--- src/frame_ctrl_pkg.sv ---
`default_nettype none

package frame_ctrl_pkg;

	// Reset pad glitch filter
	localparam int XRES_FILTER_CYCLES = 8; // Clean high samples before release

	// Counter wide enough to reach XRES_FILTER_CYCLES itself
	localparam int XRES_CNT_W = $clog2(XRES_FILTER_CYCLES + 1);

	// Count value on the edge that takes the last qualifying sample
	localparam logic [XRES_CNT_W-1:0] XRES_CNT_LAST = XRES_CNT_W'(XRES_FILTER_CYCLES - 1);

	typedef enum logic [1:0] {
		XRES_ASSERTED = 2'd0, // Core held in reset
		XRES_QUALIFY  = 2'd1, // Counting high samples
		XRES_RELEASED = 2'd2  // Core running
	} xres_state_e;

endpackage

`default_nettype wire

--- src/xres_filter.sv ---
`default_nettype none

module xres_filter (
	input  wire  clock,
	input  wire  rst_n,         // Power-on reset, stands in for porb_h
	input  wire  resetb,        // External reset pad, active low
	output logic resetb_core_h  // Filtered core reset, active low
);

	frame_ctrl_pkg::xres_state_e state, state_nxt;
	logic [frame_ctrl_pkg::XRES_CNT_W-1:0] hi_cnt, hi_cnt_nxt; // Consecutive high samples

	always_comb begin
		state_nxt  = state;
		hi_cnt_nxt = hi_cnt;

		if (!resetb) begin
			// Any low sample drops the core reset and restarts qualification
			state_nxt  = frame_ctrl_pkg::XRES_ASSERTED;
			hi_cnt_nxt = '0;
		end else begin
			case (state)
				frame_ctrl_pkg::XRES_ASSERTED,
				frame_ctrl_pkg::XRES_QUALIFY: begin
					hi_cnt_nxt = hi_cnt + 1'b1;
					if (hi_cnt == frame_ctrl_pkg::XRES_CNT_LAST)
						state_nxt = frame_ctrl_pkg::XRES_RELEASED; // Last clean sample
					else
						state_nxt = frame_ctrl_pkg::XRES_QUALIFY;
				end
				frame_ctrl_pkg::XRES_RELEASED: begin
					hi_cnt_nxt = hi_cnt; // Saturated at the filter length
				end
				default: begin
					state_nxt  = frame_ctrl_pkg::XRES_ASSERTED;
					hi_cnt_nxt = '0;
				end
			endcase
		end
	end

	always_ff @(posedge clock) begin
		if (!rst_n) begin
			state  <= frame_ctrl_pkg::XRES_ASSERTED;
			hi_cnt <= '0;
		end else begin
			state  <= state_nxt;
			hi_cnt <= hi_cnt_nxt;
		end
	end

	// Decoded straight from the state register, so glitch free
	assign resetb_core_h = (state == frame_ctrl_pkg::XRES_RELEASED);

endmodule

`default_nettype wire

--- config.mk ---
export PLATFORM = sky130hd
export DESIGN_NAME = xres_filter
export DESIGN_NICKNAME = d
export VERILOG_FILES = /design/src/frame_ctrl_pkg.sv /design/src/xres_filter.sv
export SDC_FILE = /design/constraint.sdc
export NUM_CORES = 1
export LEC_CHECK = 0
export BUFFER_PORTS_ARGS = -buffer_cell sky130_fd_sc_hd__buf_2
export CAP_MARGIN = 15
export CORE_AREA = 8 8 45 47
export DETAILED_ROUTE_END_ITERATION = 6
export DIE_AREA = 0 0 53 55
export MAX_ROUTING_LAYER = met4
export REMOVE_ABC_BUFFERS = 1
export SYNTH_ARGS = -nofsm -noshare
export SYNTH_HDL_FRONTEND = slang
export SYNTH_SLANG_ARGS = --single-unit
--- constraint.sdc ---
create_clock -name clock -period 0.96 [get_ports clock]
set_input_delay 0.096 -clock clock [delete_from_list [all_inputs] [get_ports clock]]
set_output_delay 0.096 -clock clock [all_outputs]
set_load 0.02 [all_outputs]
Yosys cells after proc, flatten, opt, wreduce, memory -nomap -nowiden
Index checks and enable logic that the tools add are counted.
{"block": "op_classes", "add_sub_neg": 1, "eq_ne": 3, "muxes": 3, "reduce_logical": 3}
{"operator": "case mux 4 bit (2 select lines)", "count": 1}
{"operator": "adder 4 x 1 -> 4 bit (second input constant)", "count": 1}
{"operator": "equality test 4 x 3 -> 1 bit (second input constant)", "count": 1}
{"operator": "case mux 2 bit (2 select lines)", "count": 1}
{"operator": "equality test 2 x 1 -> 1 bit (second input constant)", "count": 1}
{"operator": "equality test 2 bit (second input constant)", "count": 1}
{"operator": "logical NOT 2 bit", "count": 1}
{"operator": "2-to-1 mux 2 bit", "count": 1}
{"operator": "AND reduction 2 bit", "count": 1}
{"operator": "OR reduction 2 bit", "count": 1}
{"block": "word_totals", "reg_bits": 6, "in_bits": 3, "output_inout_bits": 1}

Longest topological paths before layout
Gate-level depths: netlist (run 1).
{"block": "logic_depth", "ltp_word": 3, "depth_mapped": 4, "depth_no_buf": 4}

Worst setup path before layout (run 1)
No wires, ideal clock.
{"block": "synth_timing", "kind": "reg-to-reg", "startpoint": "reg hi_cnt[0] (netlist name)", "endpoint": "reg hi_cnt[1] (netlist name)", "arrival_time_ns": 0.860, "setup_slack_ns": -0.021, "stages_incl_launch_ff": 5, "synth_period_minus_slack_ns": 0.981, "path_cell_list": "dfxtp_1 > ha_1 > nor2b_1 > a21oi_1 > nor2_1"}
{"block": "synth_via", "elab_chain_cells": 2}
{"element": "start, declared", "line": "xres_filter.sv:11", "text": "logic [frame_ctrl_pkg::XRES_CNT_W-1:0] hi_cnt, hi_cnt_nxt;"}
{"element": "start signal, assigned", "line": "xres_filter.sv:48", "text": "hi_cnt <= hi_cnt_nxt;"}
{"element": "adder 4 x 1 -> 4 bit", "line": "xres_filter.sv:25", "text": "hi_cnt_nxt = hi_cnt + 1'b1;"}
{"element": "case mux 4 bit (2 select lines)", "line": "xres_filter.sv:22", "text": "case (state)"}
Every way passes these cells.
A chain may end at the register's enable or synchronous reset.

Worst setup path in the final report (run 1)
{"block": "layout_timing", "startpoint": "reg state[0]", "endpoint": "out resetb_core_h"}
{"block": "layout_via", "elab_chain_cells": 1}
{"element": "start, declared", "line": "xres_filter.sv:10", "text": "frame_ctrl_pkg::xres_state_e state, state_nxt;"}
{"element": "start signal, assigned", "line": "xres_filter.sv:44", "text": "state <= frame_ctrl_pkg::XRES_ASSERTED;"}
{"element": "start signal, assigned", "line": "xres_filter.sv:47", "text": "state <= state_nxt;"}
{"element": "equality test 2 bit", "line": "xres_filter.sv:53", "text": "assign resetb_core_h = (state == frame_ctrl_pkg::XRES_RELEASED);"}
{"element": "end, declared", "line": "xres_filter.sv:7", "text": "output logic resetb_core_h"}
Every way passes these cells.

==> results_dict.tcl, run 1 <==
set metrics [dict create \
    first_pass_iters 1 \
    detailedPlace.worstSlack_ns -0.0233 \
    crit_end "resetb_core_h" \
    post-route-min-period_ns 1.01 \
    die_w_um 53 \
    synthesis.area_per_instance_um2 9.47 \
    ir_drop_mv 0.582 \
    cap_viol_max_count 0 \
    endpoint_kind "output pin" \
    grt_max_degree 7 \
    cts_hold_buf 0 \
    dp_cells 51 \
    cts_made_buffers 3 \
    viasPerCell 4.36 \
    depth_of_the_worst_register_to_register_path 4 \
    h-tree-depth 1 \
    finish.cell_count_without_fillers 56 \
    num_rows 14 \
    design.portCount 4 \
    power.density_cell_area_nw_per_um2 1130 \
    startpoint "state[0]$_SDFFE_PN0N_" \
    ys_top_cells_by_area "sky130_fd_sc_hd__dfxtp_1 45%, sky130_fd_sc_hd__nor2_1 8.5%, sky130_fd_sc_hd__nor2b_1 7.1%" \
    timing_max_transition_violations_final 0 \
    rr_startpoint "state[1]$_SDFFE_PN0N_" \
    clk_pin_slew_ns 0.04 \
    seq_area_frac_synth_pct 45.3 \
    grt_pass1_wl_mm 1.06 \
    timing.critical_path.fanout_max 2 \
    power.share.clock_pct 42.7 \
    place.gp.congestion 0.743 \
    timing_worst_setup_path_type "reg -> out" \
    numPortBuffers 3 \
    design.final.nets 46 \
    synthTopCellsByCount "6 x sky130_fd_sc_hd__dfxtp_1, 6 x sky130_fd_sc_hd__nor2_1, 3 x sky130_fd_sc_hd__a21oi_1, 3 x sky130_fd_sc_hd__nor2b_1" \
    dominantRegCellSynth "sky130_fd_sc_hd__dfxtp_1" \
    cts.sink_count 6 \
    grt_setup_unrepaired "yes" \
    worstPathRequired_ns 0.86 \
    run_status "finished with violations" \
    sequentialPowerShare_pct 48.5 \
    p_r_area_growth_vs_syn_pct 78.3 \
    crit_path_start_kind "flip-flop" \
    power.static_leakage_nw 0.165 \
    max_clock_freq_mhz 993 \
    insertedDiodeCount 0 \
    cp_num_buf_inv 1 \
    critical-path-max-stage-delay_ns 0.29 \
    final_min_period_over_clock_period_pct 105 \
    final_layout_size_suffix_gt1_share_pct 72.5 \
    comb_power_share_pct 8.8 \
    clock_tree.buffer_depth 2 \
    synth_top_area_share_pct 45.3 \
    hpwlAfterDp_um 392 \
    synth_top_area_cell "sky130_fd_sc_hd__dfxtp_1" \
    detail_route.wl_per_cell_um 11.4 \
    max_slew_margin_pct 83.7 \
    ff2ff_setup_slack_ns -0.04 \
    first_global_vias 280 \
    sum_of_routed_wire_length_over_all_layers_um 637 \
    hp-class "in -> reg" \
    design.die.area_um2 2920 \
    initial_core_util_pct 19.2 \
    async_flop_share_pct 0 \
    switchingPower_mw 0.114 \
    initialDrtViolationCount 0 \
    clock_tree_from_tritoncts "yes" \
    yosys_warnings 0 \
    cp_slowest_cell "sky130_fd_sc_hd__dfxtp_1" \
    family_with_the_most_delay_on_the_worst_path "flip-flops" \
    die_height_um 55 \
    cts_root_buf "sky130_fd_sc_hd__clkbuf_4" \
    synth-edff-count 0 \
    grt_antenna_before_repair 0 \
    globalRouteOverflowTotal 0 \
    setup-violations-final 2 \
    crit_path_cell_trace "and2b_4 -> buf_6" \
    cp.depth 2 \
    hold_path_depth 3 \
    worst_slew_pin_slew_ns 0.244 \
    floorplan.core_area_um2 1380 \
    ys_seq_elements 6 \
    critical_path_data_arrival_time_ns 0.91 \
    postLayoutSetupSlackWorst_ns -0.0470 \
    clock_latency_ns 0.24 \
    power_report.internal_total_mw 0.420 \
    failing_checks "setup timing" \
    vias 244 \
    grt.total_usage_pct 5.19 \
    final_antenna_net_count 0 \
    swShare_pct 21.3 \
    drc_violation_count_after_routing 0 \
    timing.rr.end "hi_cnt[2]$_SDFFE_PN0N_" \
    synth_cells 28 \
    post_synth_cell_types 14 \
    netlist_area_um2 265 \
    hold_viol_final 0 \
    fin_skew_ns 0.00370 \
]
## registers in the layout, summed over array words and instances (netlist names)
| register | flops |
|---|---|
| hi_cnt | 4 |
| state | 2 |
## metrics by stage
stage | area, um^2 | utilization (%) | hold slack (ns) | TNS (ns) | total power, mW
2_1_floorplan | 265 | - | 0.327 | -0.0249 | 0.280
3_3_place_gp | 330 | 23.9 | 0.454 | -0.0318 | 0.293
3_5_place_dp | 330 | 23.9 | 0.466 | -0.0430 | 0.295
4_1_cts | 395 | 28.6 | 0.233 | -0.0754 | 0.531
5_1_grt | 473 | 34.2 | 0.249 | -0.227 | 0.565
6_report | 473 | 34.2 | 0.226 | -0.0892 | 0.534
## worst min-delay path by stage
stage                           start                     end
2_1_floorplan                  resetb  hi_cnt[3]$_SDFFE_PN0N_
3_3_place_gp   hi_cnt[3]$_SDFFE_PN0N_  hi_cnt[3]$_SDFFE_PN0N_
3_5_place_dp   hi_cnt[3]$_SDFFE_PN0N_  hi_cnt[3]$_SDFFE_PN0N_
4_1_cts                        resetb  hi_cnt[3]$_SDFFE_PN0N_
5_1_grt                        resetb  hi_cnt[3]$_SDFFE_PN0N_
6_report                       resetb  hi_cnt[3]$_SDFFE_PN0N_
## logic make-up after synthesis
kind of cell               synth area share, %
AOI/OAI and AO/OA                         17.5
adders and majority gates                 4.72
DFF                                       45.3
and+or+nand+nor                           32.5
## metal layers
| layer | vias to the layer above | global-route usage (%) | part of all wire [%] |
|---|---|---|---|
| li1 | 123 | - | - |
| met4 | 0 | 1.29 | 0 |
| met1 | 114 | 4.89 | 41 |
| met3 | 0 | 4.28 | 8.2 |
| met2 | 7 | 8.01 | 51 |
| met5 | - | - | 0 |
## final cells by class
type	count	area (um^2)
Tap cell	16	20.0
Multi-Input combinational cell	22	224
Clock buffer	3	22.5
Fill cell	142	911
Timing Repair Buffer	9	78.8
Sequential cell	6	128
## layout by cell type (no fill, tap or decap)
master	n
sky130_fd_sc_hd__nand2_1	1
sky130_fd_sc_hd__a31oi_4	1
sky130_fd_sc_hd__nor3b_2	1
sky130_fd_sc_hd__nand4b_1	1
sky130_fd_sc_hd__buf_6	1
sky130_fd_sc_hd__dfxtp_4	1
sky130_fd_sc_hd__nor2b_4	2
sky130_fd_sc_hd__nor3_2	1
sky130_fd_sc_hd__and2b_4	1
sky130_fd_sc_hd__a211oi_1	1
sky130_fd_sc_hd__a21oi_2	2
sky130_fd_sc_hd__ha_4	1
sky130_fd_sc_hd__nor2_1	6
sky130_fd_sc_hd__clkbuf_4	3
sky130_fd_sc_hd__buf_4	5
sky130_fd_sc_hd__nor2b_2	1
sky130_fd_sc_hd__a21oi_4	2
sky130_fd_sc_hd__dfxtp_2	3
sky130_fd_sc_hd__o21ai_4	1
sky130_fd_sc_hd__buf_2	2
sky130_fd_sc_hd__buf_12	1
sky130_fd_sc_hd__dfxtp_1	2
## power groups by stage
stage	clock, mW	sequential [mW]	combinational (mW)
global route	0.252	0.259	0.0532
global placement	0	0.263	0.0299
finish	0.228	0.259	0.0471
CTS	0.237	0.262	0.0325
detailed placement	0	0.263	0.0313
floorplan	0	0.265	0.0157
## worst min-delay path: cells and delay by family
family,cells,cell delay (ns)
AND/OR/NAND/NOR,1,0.19
buffers and inverters,1,0.09
AO/OA/AOI/OAI,1,0.04
## repair_timing
item	CTS	global route
setup endpoints to repair	3	6
gates resized for setup	7	15
pin swaps	3	4
setup buffers	1	1
(Power assumes the default switching activity.)
==> run 2: changes to the inputs <==
--- a/config.mk
+++ b/config.mk
@@ -7,9 +7,9 @@
 export LEC_CHECK = 0
 export BUFFER_PORTS_ARGS = -buffer_cell sky130_fd_sc_hd__buf_2
 export CAP_MARGIN = 15
-export CORE_AREA = 8 8 45 47
+export CORE_AREA = 2 2 39 41
 export DETAILED_ROUTE_END_ITERATION = 6
-export DIE_AREA = 0 0 53 55
+export DIE_AREA = 0 0 41 43
 export MAX_ROUTING_LAYER = met4
 export REMOVE_ABC_BUFFERS = 1
 export SYNTH_ARGS = -nofsm -noshare
==> run 2 against run 1 <==
Against the previous run: die area down 40%; combinational power is 13% lower; routed wire length decreased by 4.1%; clock skew shrank 0.0029 ns; the flow still finishes with violations (setup timing); register-to-register slack barely moved; sequential share of layout area is 2.8 points higher; sequential cell count stayed put.
==> results_dict.tcl, run 2 (synthesized netlist as in run 1, its figures left out) <==
set metrics [dict create \
    multi_input_comb_area_um2 190 \
    final_antenna_net_count 0 \
    max_clock_freq_mhz 1000 \
    run_status "finished with violations" \
    grt_antenna_before_repair 0 \
    layout_common_cells "6 x sky130_fd_sc_hd__nor2_1, 5 x sky130_fd_sc_hd__buf_4, 4 x sky130_fd_sc_hd__a21oi_2" \
    fin_skew_ns 0.000778 \
    setup-violations-final 3 \
    summed_negative_setup_slack_over_all_endpoints_ns -0.0759 \
    summed_area_of_non_filler_cells_in_the_final_layout_um2 415 \
    endpoint_kind "output pin" \
    largest_reg_flops 4 \
    final.fill_count 150 \
    clock_latency_ns 0.25 \
    design.die.area_um2 1760 \
    hp-class "in -> reg" \
    power.density_cell_area_nw_per_um2 1300 \
    startpoint "state[0]$_SDFFE_PN0N_" \
    initial_core_util_pct 19.2 \
    clock_tree.buffer_depth 2 \
    cts.sink_count 6 \
    max_slew_margin_pct 83.5 \
    vias 246 \
    power.static_leakage_nw 0.150 \
    hpwlAfterDp_um 348 \
    grt_pass1_wl_mm 1.04 \
    viasPerCell 4.47 \
    numPortBuffers 3 \
    sum_of_routed_wire_length_over_all_layers_um 611 \
    drc_violation_count_after_routing 0 \
    worst_slew_pin_slew_ns 0.247 \
    h-tree-depth 1 \
    dp_cells 50 \
    grt_max_degree 7 \
    first_pass_iters 1 \
    final_layout_size_suffix_gt1_share_pct 64.1 \
    globalRouteOverflowTotal 0 \
    max_flop_register "hi_cnt" \
    crit_path_start_kind "flip-flop" \
    clk_pin_slew_ns 0.04 \
    clock_tree_from_tritoncts "yes" \
    finish.cell_count_without_fillers 55 \
    first_global_vias 263 \
    largestRegisters "hi_cnt: 4 flops, state: 2 flops" \
    cap_viol_max_count 0 \
    insertedDiodeCount 0 \
    timing.rr.end "hi_cnt[2]$_SDFFE_PN0N_" \
    die_w_um 41 \
    detail_route.wl_per_cell_um 11.1 \
    grt_setup_unrepaired "yes" \
    depth_of_the_worst_register_to_register_path 4 \
    timing_worst_setup_path_type "reg -> out" \
    post-route-min-period_ns 0.995 \
    mostFrequentLayoutCell "sky130_fd_sc_hd__nor2_1" \
    initialDrtViolationCount 0 \
    ff2ff_setup_slack_ns -0.03 \
    final_min_period_over_clock_period_pct 104 \
    postLayoutSetupSlackWorst_ns -0.0354 \
    place.gp.congestion 0.741 \
    grt.total_usage_pct 8.87 \
    timing_max_transition_violations_final 0 \
    cts_made_buffers 3 \
    critical_path_data_arrival_time_ns 0.90 \
    die_height_um 43 \
    crit_end "resetb_core_h" \
    hold_sp "resetb" \
    timing.critical_path.fanout_max 3 \
    num_rows 14 \
    utilization_pct 30.0 \
    design.final.nets 45 \
    rr_startpoint "hi_cnt[0]$_SDFFE_PN0N_" \
    ir_drop_mv 0.631 \
    failing_checks "setup timing" \
    hold_viol_final 0 \
    p_r_area_growth_vs_syn_pct 56.6 \
    dpl_cell_area_um2 323 \
    regArea_um2 124 \
    design.portCount 4 \
    detailedPlace.worstSlack_ns -0.0228 \
    cts_root_buf "sky130_fd_sc_hd__clkbuf_4" \
    floorplan.core_area_um2 1380 \
    worstPathRequired_ns 0.86 \
]
==> run 2: changes by cell type in the layout (fill, tap and decap cells not counted), sizes merged <==
cell / delta
buf: -1
==> run 2: cell type report <==
| cell class | count | area share, % |
|---|---|---|
| Multi-Input combinational cell | 22 | 45.8 |
| Sequential cell | 6 | 29.8 |
| Timing Repair Buffer | 8 | 14.2 |
| Tap cell | 16 | 4.82 |
| Clock buffer | 3 | 5.42 |
==> run 2: worst max-delay path, stage by stage, from the launching register on <==
cell	delay [ns]
sky130_fd_sc_hd__dfxtp_1	0.29
sky130_fd_sc_hd__and2b_4	0.25
sky130_fd_sc_hd__buf_6	0.11
==> run 2: routing by layer <==
layer	part of all wire (%)	GRT usage, %	vias to the layer above
met5	0	-	-
met4	0.82	2.00	0
met3	7.5	6.28	2
met2	54	12.5	7
met1	37	10.0	116
li1	-	-	121
==> run 2: stage by stage <==
| stage | hold WS, ns | total power, mW |
|---|---|---|
| floorplan | 0.327 | 0.280 |
| global placement | 0.457 | 0.293 |
| detailed placement | 0.462 | 0.294 |
| CTS | 0.224 | 0.532 |
| global route | 0.269 | 0.566 |
| finish | 0.226 | 0.538 |
==> run 2: where the power goes <==
part,switching [mW],internal (mW)
Clock,0.0936,0.142
Combinational,0.0183,0.0229
Sequential,0.00498,0.257
==> run 2: worst min path at each step <==
stage | to | cells after the start
2_1_floorplan | hi_cnt[3]$_SDFFE_PN0N_ | 2
3_3_place_gp | hi_cnt[3]$_SDFFE_PN0N_ | 2
3_5_place_dp | hi_cnt[3]$_SDFFE_PN0N_ | 2
4_1_cts | hi_cnt[3]$_SDFFE_PN0N_ | 3
5_1_grt | hi_cnt[3]$_SDFFE_PN0N_ | 3
6_report | hi_cnt[3]$_SDFFE_PN0N_ | 3
==> run 2: repair_timing <==
action / CTS / global route
pin swaps: 3 / 1
setup buffers: 2 / 0
setup endpoints to repair: 3 / 6
resized for setup: 3 / 11
cloned: 0 / 0
hold buffers: 0 / 0
==> run 3: changes to the inputs <==
--- a/config.mk
+++ b/config.mk
@@ -5,11 +5,11 @@
 export SDC_FILE = /design/constraint.sdc
 export NUM_CORES = 1
 export LEC_CHECK = 0
-export BUFFER_PORTS_ARGS = -buffer_cell sky130_fd_sc_hd__buf_2
 export CAP_MARGIN = 15
 export CORE_AREA = 2 2 39 41
 export DETAILED_ROUTE_END_ITERATION = 6
 export DIE_AREA = 0 0 41 43
+export DONT_BUFFER_PORTS = 1
 export MAX_ROUTING_LAYER = met4
 export REMOVE_ABC_BUFFERS = 1
 export SYNTH_ARGS = -nofsm -noshare
==> run 3 against run 2 <==
Against the previous run: via count is 3.7% lower; global-route usage stayed put; fmax is 0.29% lower; die area stayed put; sequential power hardly changed; clock power is 2% higher; first-iteration DRC count is 1 higher; combinational power hardly changed; largest power group unchanged; sequential share of layout area is 0.27 points lower; the flow still finishes with violations (setup timing); power is 0.81% higher.
==> results_dict.tcl, run 3 (synthesized netlist as in run 1, its figures left out) <==
set metrics [dict create \
    run_status "finished with violations" \
    failing_checks "setup timing" \
    initial_core_util_pct 19.2 \
    cts.sink_count 6 \
    max_clock_freq_mhz 1000 \
    grt_pass1_wl_um 903 \
    clk_pin_slew_ns 0.05 \
    clock_tree_from_tritoncts "yes" \
    vias 237 \
    design.die.area_um2 1760 \
    critical_path_data_arrival_time_ns 0.90 \
    depth_of_the_worst_register_to_register_path 4 \
    grt_antenna_before_repair 0 \
    viasPerCell 4.31 \
    design.final.nets 45 \
    place.gp.congestion 0.746 \
    final_min_period_over_clock_period_pct 104 \
    comb_power_share_pct 7.5 \
    num_rows 14 \
    hp-class "in -> reg" \
    crit_path_cell_trace "and2b_4 -> buf_6" \
    cp_num_buf_inv 1 \
    power_report.internal_total_mw 0.420 \
    largest_reg_flops 4 \
    rr_startpoint "state[1]$_SDFFE_PN0N_" \
    power.density_cell_area_nw_per_um2 1300 \
    grt_setup_unrepaired "yes" \
    final_layout_size_suffix_gt1_share_pct 66.7 \
    finish.cell_count_without_fillers 55 \
    switchingPower_mw 0.122 \
    die_height_um 43 \
    timing.rr.end "hi_cnt[2]$_SDFFE_PN0N_" \
    first_global_vias 210 \
    floorplan.core_area_um2 1380 \
    power.share.clock_pct 44.3 \
    numPortBuffers 0 \
    timing_max_transition_violations_final 0 \
    design.portCount 4 \
    p_r_area_growth_vs_syn_pct 58.0 \
    cts_root_buf "sky130_fd_sc_hd__clkbuf_4" \
    family_with_the_most_delay_on_the_worst_path "flip-flops" \
    sum_of_routed_wire_length_over_all_layers_um 624 \
    end_point_of_the_most_critical_hold_path "hi_cnt[3]$_SDFFE_PN0N_" \
    ff2ff_setup_slack_ns -0.01 \
    globalRouteOverflowTotal 0 \
    hold_sp "resetb" \
    die_w_um 41 \
    hold_path_depth 2 \
    sequentialPowerShare_pct 48.2 \
    max_slew_margin_pct 83.0 \
    cap_viol_max_count 0 \
    cts_made_buffers 3 \
    crit_path_start_kind "flip-flop" \
    ir_drop_mv 0.669 \
    worstPathRequired_ns 0.86 \
    first_pass_iters 2 \
    detail_route.wl_per_cell_um 11.3 \
    insertedDiodeCount 0 \
    timing_worst_setup_path_type "reg -> out" \
    initialDrtViolationCount 1 \
    timing.critical_path.fanout_max 3 \
    postLayoutSetupSlackWorst_ns -0.0384 \
    swShare_pct 22.6 \
    mostFrequentLayoutCell "sky130_fd_sc_hd__buf_4" \
    critical-path-max-stage-delay_ns 0.29 \
    utilization_pct 30.3 \
    max_flop_register "hi_cnt" \
    clock_tree.buffer_depth 2 \
    summed_negative_setup_slack_over_all_endpoints_ns -0.0579 \
    final_antenna_net_count 0 \
    grt.total_usage_pct 8.87 \
    grt_max_degree 7 \
    hold_viol_final 0 \
    h-tree-depth 1 \
    fin_skew_ns 0.00104 \
    post-route-min-period_ns 0.998 \
    cp_slowest_cell "sky130_fd_sc_hd__dfxtp_1" \
    setup-violations-final 3 \
    power.static_leakage_nw 0.154 \
    worst_slew_pin_slew_ns 0.254 \
    hpwlAfterDp_um 377 \
    dp_cells 49 \
    clock_latency_ns 0.25 \
    drc_violation_count_after_routing 0 \
    layout_common_cells "7 x sky130_fd_sc_hd__buf_4, 6 x sky130_fd_sc_hd__nor2_1" \
    largestRegisters "hi_cnt: 4 flops, state: 2 flops" \
    endpoint_kind "output pin" \
]
## run 3: power by group through the flow
stage	Combinational, mW	Sequential [mW]	Clock (mW)
after floorplan	0.0157	0.265	0
after global placement	0.0256	0.263	0
after detailed placement	0.0267	0.264	0
after CTS	0.0296	0.261	0.254
after global routing	0.0463	0.262	0.263
final	0.0409	0.262	0.240
## run 3: worst max path at each step
stage	from	endpoint	depth (start not counted)
after floorplan	hi_cnt[0]$_SDFFE_PN0N_	hi_cnt[1]$_SDFFE_PN0N_	4
after global placement	hi_cnt[0]$_SDFFE_PN0N_	state[1]$_SDFFE_PN0N_	4
after detailed placement	hi_cnt[0]$_SDFFE_PN0N_	hi_cnt[1]$_SDFFE_PN0N_	4
after CTS	state[0]$_SDFFE_PN0N_	resetb_core_h	2
after global routing	state[0]$_SDFFE_PN0N_	resetb_core_h	2
final	state[0]$_SDFFE_PN0N_	resetb_core_h	2
## run 3: metal layers
layer / global-route usage [%] / share of wire (%) / routed length, um
met5: - / 0 / 0
met4: 10.0 / 3.7 / 23
met3: 4.71 / 4.6 / 29
met2: 10.6 / 49 / 304
met1: 9.06 / 43 / 267
## run 3: layout make-up
type	count	area (um^2)
Clock buffer	3	22.5
Fill cell	150	965
Multi-Input combinational cell	22	189
Sequential cell	6	124
Tap cell	16	20.0
Timing Repair Buffer	8	63.8
## run 3: what timing repair did
item	4_1_cts	5_1_grt
gates resized for setup	8	6
setup buffers	3	0
hold buffers	0	0
pin swaps	4	2
endpoints found under the setup margin	5	6
## run 3: through the flow
| step | hold slack (ns) | power, mW | setup WS, ns | cell area [um^2] |
|---|---|---|---|---|
| floorplan | 0.327 | 0.280 | -0.0207 | 265 |
| global placement | 0.377 | 0.289 | -0.0158 | 323 |
| detailed placement | 0.386 | 0.291 | -0.0375 | 323 |
| CTS | 0.121 | 0.545 | -0.0512 | 394 |
| global route | 0.143 | 0.572 | -0.0825 | 419 |
| finish | 0.127 | 0.543 | -0.0384 | 419 |
